<file path="src/design/merge_consts.svh">
// Merge engine constants

`ifndef MERGE_CONSTS_SVH
`define MERGE_CONSTS_SVH

// Packet word width
`define MERGE_DATA_W 32

// Mask and count width, half a packet word
`define MERGE_HALF_W 16

// Default depth of every packet FIFO
`define MERGE_FIFO_DEPTH 8

`endif
</file>
<file path="src/design/merge_pkg.sv">
// Merge engine types

`include "merge_consts.svh"

package merge_pkg;

    // Packet and request payload
    typedef logic [`MERGE_DATA_W-1:0] merge_data_t;

    // Half word, base of mask and count
    typedef logic [`MERGE_HALF_W-1:0] merge_half_t;

    // Mask bit 1 selects engine data, 0 selects memory data
    typedef merge_half_t merge_mask_t;

    // Number of merged words in one job
    typedef merge_half_t merge_count_t;

    typedef enum logic {
        KIND_DATA   = 1'b0,
        KIND_CONFIG = 1'b1
    } packet_kind_t;

    typedef enum logic {
        GEN_IDLE  = 1'b0,
        GEN_MERGE = 1'b1
    } gen_state_t;

endpackage : merge_pkg

</file>
<file path="src/design/stream_if.sv">
// Valid/ready packet stream

interface stream_if;
    import merge_pkg::*;

    logic         valid;
    logic         ready;
    packet_kind_t kind;
    merge_data_t  data;

    // Producer side
    modport source (
        output valid, kind, data,
        input  ready
    );

    // Consumer side
    modport sink (
        input  valid, kind, data,
        output ready
    );

endinterface : stream_if

</file>
<file path="src/design/engine_merge_data.sv">
// Engine merge data top

module engine_merge_data (
    input  logic                   ap_clk,
    input  logic                   areset_csr_engine,
    // Engine response
    input  logic                   engine_valid_i,
    input  merge_pkg::merge_data_t engine_data_i,
    output logic                   engine_ready_o,
    // Memory response
    input  logic                   memory_valid_i,
    input  merge_pkg::packet_kind_t memory_kind_i,
    input  merge_pkg::merge_data_t memory_data_i,
    output logic                   memory_ready_o,
    // Request out
    output logic                   request_valid_o,
    output merge_pkg::merge_data_t request_data_o,
    input  logic                   request_ready_i,
    output logic                   done_o
);
    import merge_pkg::*;

    logic         job_valid;
    merge_mask_t  job_mask;
    merge_count_t job_count;
    logic         job_take;

    // ----------------------------------------------------------------------
    // Streams
    // ----------------------------------------------------------------------
    stream_if eng_port ();
    stream_if mem_port ();
    stream_if req_port ();
    stream_if eng_in ();
    stream_if mem_in ();
    stream_if cfg_pkt ();
    stream_if mem_data ();
    stream_if req ();

    // Engine side carries data only
    assign eng_port.valid = engine_valid_i;
    assign eng_port.kind  = KIND_DATA;
    assign eng_port.data  = engine_data_i;
    assign engine_ready_o = eng_port.ready;

    assign mem_port.valid = memory_valid_i;
    assign mem_port.kind  = memory_kind_i;
    assign mem_port.data  = memory_data_i;
    assign memory_ready_o = mem_port.ready;

    assign req_port.ready  = request_ready_i;
    assign request_valid_o = req_port.valid;
    assign request_data_o  = req_port.data;

    // ----------------------------------------------------------------------
    // Input and output buffering
    // ----------------------------------------------------------------------
    packet_fifo inst_fifo_engine_in (
        .ap_clk           (ap_clk),
        .areset_csr_engine(areset_csr_engine),
        .push             (eng_port),
        .pop              (eng_in)
    );

    packet_fifo inst_fifo_memory_in (
        .ap_clk           (ap_clk),
        .areset_csr_engine(areset_csr_engine),
        .push             (mem_port),
        .pop              (mem_in)
    );

    packet_fifo inst_fifo_request_out (
        .ap_clk           (ap_clk),
        .areset_csr_engine(areset_csr_engine),
        .push             (req),
        .pop              (req_port)
    );

    // ----------------------------------------------------------------------
    // Config and merge path
    // ----------------------------------------------------------------------
    response_router inst_response_router (
        .in_pkt  (mem_in),
        .cfg_pkt (cfg_pkt),
        .data_pkt(mem_data)
    );

    merge_configure inst_merge_configure (
        .ap_clk           (ap_clk),
        .areset_csr_engine(areset_csr_engine),
        .cfg_pkt          (cfg_pkt),
        .job_valid_o      (job_valid),
        .job_mask_o       (job_mask),
        .job_count_o      (job_count),
        .job_take_i       (job_take)
    );

    merge_generator inst_merge_generator (
        .ap_clk           (ap_clk),
        .areset_csr_engine(areset_csr_engine),
        .job_valid_i      (job_valid),
        .job_mask_i       (job_mask),
        .job_count_i      (job_count),
        .job_take_o       (job_take),
        .eng_in           (eng_in),
        .mem_data         (mem_data),
        .req              (req),
        .done_o           (done_o)
    );

endmodule : engine_merge_data

</file>
<file path="src/design/merge_generator.sv">
// Merge word generator

module merge_generator (
    input  logic                    ap_clk,
    input  logic                    areset_csr_engine,
    input  logic                    job_valid_i,
    input  merge_pkg::merge_mask_t  job_mask_i,
    input  merge_pkg::merge_count_t job_count_i,
    output logic                    job_take_o,
    stream_if.sink                  eng_in,
    stream_if.sink                  mem_data,
    stream_if.source                req,
    output logic                    done_o
);
    import merge_pkg::*;

    gen_state_t   state;
    merge_count_t remain;
    merge_mask_t  mask_q;
    merge_data_t  wide_mask;
    logic         merging;
    logic         step;
    logic         last_word;
    logic         done_q;

    assign merging   = (state == GEN_MERGE);
    assign job_take_o = (state == GEN_IDLE) & job_valid_i;

    // ----------------------------------------------------------------------
    // Handshake
    // ----------------------------------------------------------------------
    // Each side is ready only when the other two can complete
    assign eng_in.ready   = merging & mem_data.valid & req.ready;
    assign mem_data.ready = merging & eng_in.valid & req.ready;
    assign req.valid      = merging & eng_in.valid & mem_data.valid;
    assign step           = merging & eng_in.valid & mem_data.valid & req.ready;
    assign last_word      = (remain == merge_count_t'(1));

    // Same mask in both halves
    assign wide_mask = {mask_q, mask_q};
    assign req.kind  = KIND_DATA;
    assign req.data  = (eng_in.data & wide_mask) | (mem_data.data & ~wide_mask);

    // ----------------------------------------------------------------------
    // Job control
    // ----------------------------------------------------------------------
    always_ff @(posedge ap_clk) begin
        if (areset_csr_engine) begin
            state  <= GEN_IDLE;
            remain <= '0;
            done_q <= 1'b1;
        end else begin
            case (state)
                GEN_IDLE: begin
                    // Zero count jobs are dropped here
                    if (job_valid_i && (job_count_i != '0)) begin
                        state  <= GEN_MERGE;
                        remain <= job_count_i;
                        done_q <= 1'b0;
                    end
                end
                GEN_MERGE: begin
                    if (step) begin
                        remain <= remain - 1'b1;
                        if (last_word) begin
                            state  <= GEN_IDLE;
                            done_q <= 1'b1;
                        end
                    end
                end
                default: begin
                    state <= GEN_IDLE;
                end
            endcase
        end
    end

    always_ff @(posedge ap_clk) begin
        if (job_take_o) begin
            mask_q <= job_mask_i;
        end
    end

    assign done_o = done_q;

endmodule : merge_generator

</file>
<file path="src/design/merge_configure.sv">
// Merge job configuration

`include "merge_consts.svh"

module merge_configure (
    input  logic                   ap_clk,
    input  logic                   areset_csr_engine,
    stream_if.sink                 cfg_pkt,
    output logic                   job_valid_o,
    output merge_pkg::merge_mask_t job_mask_o,
    output merge_pkg::merge_count_t job_count_o,
    input  logic                   job_take_i
);
    import merge_pkg::*;

    logic         job_valid_q;
    merge_mask_t  job_mask_q;
    merge_count_t job_count_q;
    logic         cfg_fire;

    // One pending job, new config waits until it is taken
    assign cfg_pkt.ready = ~job_valid_q;
    assign cfg_fire      = cfg_pkt.valid & ~job_valid_q;

    always_ff @(posedge ap_clk) begin
        if (areset_csr_engine) begin
            job_valid_q <= 1'b0;
        end else if (cfg_fire) begin
            job_valid_q <= 1'b1;
        end else if (job_take_i) begin
            job_valid_q <= 1'b0;
        end
    end

    // Count in upper half, mask in lower half
    always_ff @(posedge ap_clk) begin
        if (cfg_fire) begin
            job_count_q <= cfg_pkt.data[`MERGE_DATA_W-1:`MERGE_HALF_W];
            job_mask_q  <= cfg_pkt.data[`MERGE_HALF_W-1:0];
        end
    end

    assign job_valid_o = job_valid_q;
    assign job_mask_o  = job_mask_q;
    assign job_count_o = job_count_q;

endmodule : merge_configure

</file>
<file path="src/design/response_router.sv">
// Memory response router

module response_router (
    stream_if.sink   in_pkt,
    stream_if.source cfg_pkt,
    stream_if.source data_pkt
);
    import merge_pkg::*;

    logic is_config;

    assign is_config = (in_pkt.kind == KIND_CONFIG);

    // ----------------------------------------------------------------------
    // Forward path
    // ----------------------------------------------------------------------
    // Payload fans out, only the selected side sees valid
    assign cfg_pkt.valid = in_pkt.valid & is_config;
    assign cfg_pkt.kind  = in_pkt.kind;
    assign cfg_pkt.data  = in_pkt.data;

    assign data_pkt.valid = in_pkt.valid & ~is_config;
    assign data_pkt.kind  = in_pkt.kind;
    assign data_pkt.data  = in_pkt.data;

    // ----------------------------------------------------------------------
    // Back-pressure
    // ----------------------------------------------------------------------
    // Head packet waits on its own destination only
    always_comb begin
        if (is_config) begin
            in_pkt.ready = cfg_pkt.ready;
        end else begin
            in_pkt.ready = data_pkt.ready;
        end
    end

endmodule : response_router

</file>
<file path="src/design/packet_fifo.sv">
// Packet FIFO with registered output

`include "merge_consts.svh"

module packet_fifo #(
    parameter int DEPTH = `MERGE_FIFO_DEPTH
) (
    input  logic     ap_clk,
    input  logic     areset_csr_engine,
    stream_if.sink   push,
    stream_if.source pop
);
    import merge_pkg::*;

    localparam int ADDR_W = $clog2(DEPTH);

    packet_kind_t    kind_mem [DEPTH];
    merge_data_t     data_mem [DEPTH];
    logic [ADDR_W:0] wr_ptr;
    logic [ADDR_W:0] rd_ptr;
    logic            full;
    logic            empty;
    logic            do_push;
    logic            do_load;
    logic            out_valid;
    packet_kind_t    out_kind;
    merge_data_t     out_data;

    // Extra pointer bit tells full from empty
    assign empty   = (wr_ptr == rd_ptr);
    assign full    = (wr_ptr[ADDR_W] != rd_ptr[ADDR_W]) &&
                     (wr_ptr[ADDR_W-1:0] == rd_ptr[ADDR_W-1:0]);
    assign do_push = push.valid & ~full;
    // Refill output stage when it is empty or being drained
    assign do_load = ~empty & (~out_valid | pop.ready);

    assign push.ready = ~full;
    assign pop.valid  = out_valid;
    assign pop.kind   = out_kind;
    assign pop.data   = out_data;

    always_ff @(posedge ap_clk) begin
        if (areset_csr_engine) begin
            wr_ptr    <= '0;
            rd_ptr    <= '0;
            out_valid <= 1'b0;
        end else begin
            if (do_push) begin
                wr_ptr <= wr_ptr + 1'b1;
            end
            if (do_load) begin
                rd_ptr    <= rd_ptr + 1'b1;
                out_valid <= 1'b1;
            end else if (pop.ready) begin
                out_valid <= 1'b0;
            end
        end
    end

    // Storage and output payload
    always_ff @(posedge ap_clk) begin
        if (do_push) begin
            kind_mem[wr_ptr[ADDR_W-1:0]] <= push.kind;
            data_mem[wr_ptr[ADDR_W-1:0]] <= push.data;
        end
        if (do_load) begin
            out_kind <= kind_mem[rd_ptr[ADDR_W-1:0]];
            out_data <= data_mem[rd_ptr[ADDR_W-1:0]];
        end
    end

endmodule : packet_fifo

</file>
<file path="config.mk">
export PLATFORM = sky130hd
export DESIGN_NAME = engine_merge_data
export DESIGN_NICKNAME = d
export VERILOG_FILES = /design/src/design/merge_pkg.sv /design/src/design/stream_if.sv /design/src/design/engine_merge_data.sv /design/src/design/merge_generator.sv /design/src/design/merge_configure.sv /design/src/design/response_router.sv /design/src/design/packet_fifo.sv
export VERILOG_INCLUDE_DIRS = /design/src /design/src/design
export SDC_FILE = /design/constraint.sdc
export NUM_CORES = 1
export LEC_CHECK = 0
export BUFFER_PORTS_ARGS = -buffer_cell sky130_fd_sc_hd__buf_2
export CORE_UTILIZATION = 50
export DETAILED_ROUTE_END_ITERATION = 10
export PLACE_DENSITY = 0.69
export SKIP_LAST_GASP = 1
export SLEW_MARGIN = 30
export SYNTH_ARGS = -nofsm -noshare
export SYNTH_HDL_FRONTEND = slang
export SYNTH_SLANG_ARGS = --single-unit
</file>
<file path="constraint.sdc">
create_clock -name ap_clk -period 7.3 [get_ports ap_clk]
set_input_delay 0.73 -clock ap_clk [delete_from_list [all_inputs] [get_ports ap_clk]]
set_output_delay 0.73 -clock ap_clk [all_outputs]
set_load 0.05 [all_outputs]
</file>
==> impl_metrics.tcl <==
set metrics [dict create \
    hpwlAfterDp_mm 42.9 \
    cap_violations 0 \
    synth_most_common_cell "edfxtp_1" \
    initial_core_util 0.507 \
    skew_ns 0.0242 \
    synth_top_area_frac 0.758 \
    finalHoldViolations 0 \
    synthArstFlopShare 0 \
    design.core.area_mm2 0.0719 \
    ys.flop_type "edfxtp_1" \
    worst_ir_drop_vdd_mv 0.194 \
    cts_hold_buf 0 \
    syn_to_final_growth_pct 14.5 \
    synth_warnings 0 \
    cts_buffers 96 \
    endpoint_kind "flop" \
    routedWlPerCell_um 24.7 \
    cts_tree "done" \
    grt_pass1_wl_mm 106 \
    final.period_utilization 0.448 \
    route.detailed.drc 0 \
    cp_max_fo 32 \
    clock.fmax_mhz 306 \
    cts.sinks 967 \
    grt_pass1_vias 16842 \
    ys_types 60 \
    synth_top_area_cell "edfxtp_1" \
    crit_required_ns 7.57 \
    slew_headroom 0.347 \
    cts_setup_buffers 0 \
    synth_edf_count 921 \
    drt_iter0_drc 1383 \
    grt_overflow 0 \
    mappedNetlistArea_mm2 0.0365 \
    synth_seq_cells 967 \
    timing.rr.start "inst_merge_generator.merging" \
    cts.repair.resized 0 \
    wl_mm 70.3 \
    syn_area_per_cell_um2 22.1 \
    nNetsFinal 1891 \
    worstSetupStartpointType "flop" \
    synth_nets 1725 \
    vias 16322 \
    via_per_inst 5.74 \
    grt_max_degree 71 \
    worst_slew_pin_slew_ns 0.979 \
    p_leak_nw 13.1 \
    cts_root_buffer "clkbuf_16" \
    final_area_mm2 0.0417 \
    path_clk_slew_ns 0.06 \
    fin_setup_tns_ns 0 \
    synth_area_leaders "edfxtp_1 76%, mux4_2 12%, mux2_2 4.0%" \
    final_util 0.581 \
    final_antenna_net_count 0 \
    grt_usage 0.194 \
    drive_gt1_frac 0.343 \
    crit_start "inst_merge_generator.merging" \
    multiInputGateArea_mm2 0.00767 \
    holdCritPathClass "in -> reg" \
    die_h_um 272 \
    rsz0062_at_grt "false" \
    dpl_cell_area_mm2 0.0385 \
    min_from "engine_data_i[18]" \
    die-area_mm2 0.0740 \
    fill_cells 5127 \
    place_congestion 0.816 \
    setup_viol 0 \
    synth_common_cells "921 x edfxtp_1, 194 x mux4_2, 129 x mux2_2" \
    syn_inst 1647 \
    cts_max_path_buffers 3 \
    ioPinCount 106 \
    register_area_mm2 0.0286 \
    status "finished, final reports clean" \
    antenna_found_initial 9 \
    io_buffers 105 \
    firstDrtPassIters 5 \
    yosysSeqAreaShare 0.784 \
    powerDensity_mw_per_mm2 352 \
    critPathArrivalTime_ns 3.54 \
    clk-insertion-delay-late_ns 0.66 \
    finalMaxSlewViolations 0 \
    die_x_um 272 \
    htreeDepth 3 \
    std_cell_rows 98 \
    worstSetupPathType "reg -> reg" \
    fin_crit_ns 3.27 \
]
## critical path: stages (launching register included)
cell and delay (ns):
dfxtp_1 0.82, nor2b_1 0.34, and3_1 0.35, and2_1 0.52, nand2_1 0.22, nor3b_2 0.19, buf_4 0.44
## where the power goes
| part | total, mW | switching (mW) | internal, mW |
|---|---|---|---|
| logic | 2.53 | 1.44 | 1.09 |
| clock network | 4.89 | 2.01 | 2.88 |
| registers | 7.26 | 0.369 | 6.89 |
| total | 14.7 | 3.82 | 10.9 |
## state kept, by name, indices dropped and copies added (netlist names), 4 cells and up
| register | cells |
|---|---|
| inst_fifo_engine_in.data_mem | 256 |
| inst_fifo_memory_in.data_mem | 256 |
| inst_fifo_request_out.data_mem | 256 |
| inst_fifo_engine_in.pop.data | 32 |
| inst_fifo_memory_in.pop.data | 32 |
| inst_fifo_request_out.pop.data | 32 |
| inst_merge_configure.job_count_o | 16 |
| inst_merge_configure.job_mask_o | 16 |
| inst_merge_generator.mask_q | 16 |
| inst_merge_generator.remain | 16 |
| inst_fifo_memory_in.kind_mem | 8 |
| inst_fifo_engine_in.rd_ptr | 4 |
| inst_fifo_engine_in.wr_ptr | 4 |
| inst_fifo_memory_in.rd_ptr | 4 |
| inst_fifo_memory_in.wr_ptr | 4 |
| inst_fifo_request_out.rd_ptr | 4 |
| inst_fifo_request_out.wr_ptr | 4 |
## per-layer routing
layer,track usage,routed length (um),share of wire
met2,0.320,35400,0.50
met4,0.0575,1560,0.022
met3,0.0345,3650,0.052
met1,0.268,29600,0.42
met5,0,68,0.00097
## layout make-up
class,instances,share of cell area
clock buffers,111,0.0589
diodes,2,0.000120
well taps,950,0.0285
clock inverters,64,0.0168
flip-flops and latches,967,0.685
multi-input cells,586,0.184
inverters,17,0.00153
repair buffers,145,0.0251
## metrics by stage
stage	setup slack [ns]	power, mW	instances	hold WS, ns
2_1_floorplan	2.25	9.03	1647	0.400
3_3_place_gp	3.79	9.87	2653	0.402
3_5_place_dp	3.86	9.93	2664	0.405
4_1_cts	3.84	14.8	2839	0.306
5_1_grt	3.84	15.2	2840	0.332
6_report	4.03	14.7	2842	0.342
## path summary, 6_finish.rpt
kind              slack [ns]                                   end  cells past startpoint
hold / removal          0.34   inst_fifo_engine_in.data_mem[3][18]                      1
hold reg to reg         0.42        inst_merge_generator.mask_q[8]                      0
setup / recovery        4.03  inst_fifo_request_out.data_mem[3][9]                      6
setup reg to reg        4.03  inst_fifo_request_out.data_mem[3][9]                      6
## cells by family (layout without fill, tap and decap cells)
group / Yosys count / in the layout / share of synthesized area
XOR/XNOR: 24 / 24 / 0.00576
AND/OR/NAND/NOR: 149 / 149 / 0.0206
flip-flops: 967 / 967 / 0.784
buffers and inverters: 94 / 337 / 0.0106
multiplexers: 332 / 332 / 0.162
adder cells (fa/ha/maj): 8 / 8 / 0.00275
AO/OA/AOI/OAI: 73 / 73 / 0.0143
other: 0 / 2 / 0
## layout by cell type, fill, tap and decap left out, types with 6 or more instances in the layout
| cell | n |
|---|---|
| a21oi_1 | 22 |
| buf_16 | 10 |
| buf_2 | 105 |
| buf_4 | 26 |
| bufinv_16 | 13 |
| clkbuf_1 | 15 |
| clkbuf_16 | 96 |
| clkinv_1 | 25 |
| clkinv_2 | 16 |
| dfxtp_1 | 37 |
| dfxtp_4 | 6 |
| edfxtp_1 | 921 |
| ha_1 | 8 |
| inv_1 | 16 |
| mux2_2 | 129 |
| mux2i_1 | 6 |
| mux4_2 | 194 |
| nand2_1 | 30 |
| nand2b_1 | 9 |
| nand3_1 | 11 |
| nand4_1 | 7 |
| nor2_1 | 33 |
| nor2_4 | 11 |
| nor3_1 | 9 |
| nor3_2 | 7 |
| o21ai_1 | 6 |
| or4_1 | 7 |
| xnor2_1 | 13 |
| xor2_1 | 11 |
Note: power is estimated with default switching activity, not from simulation.
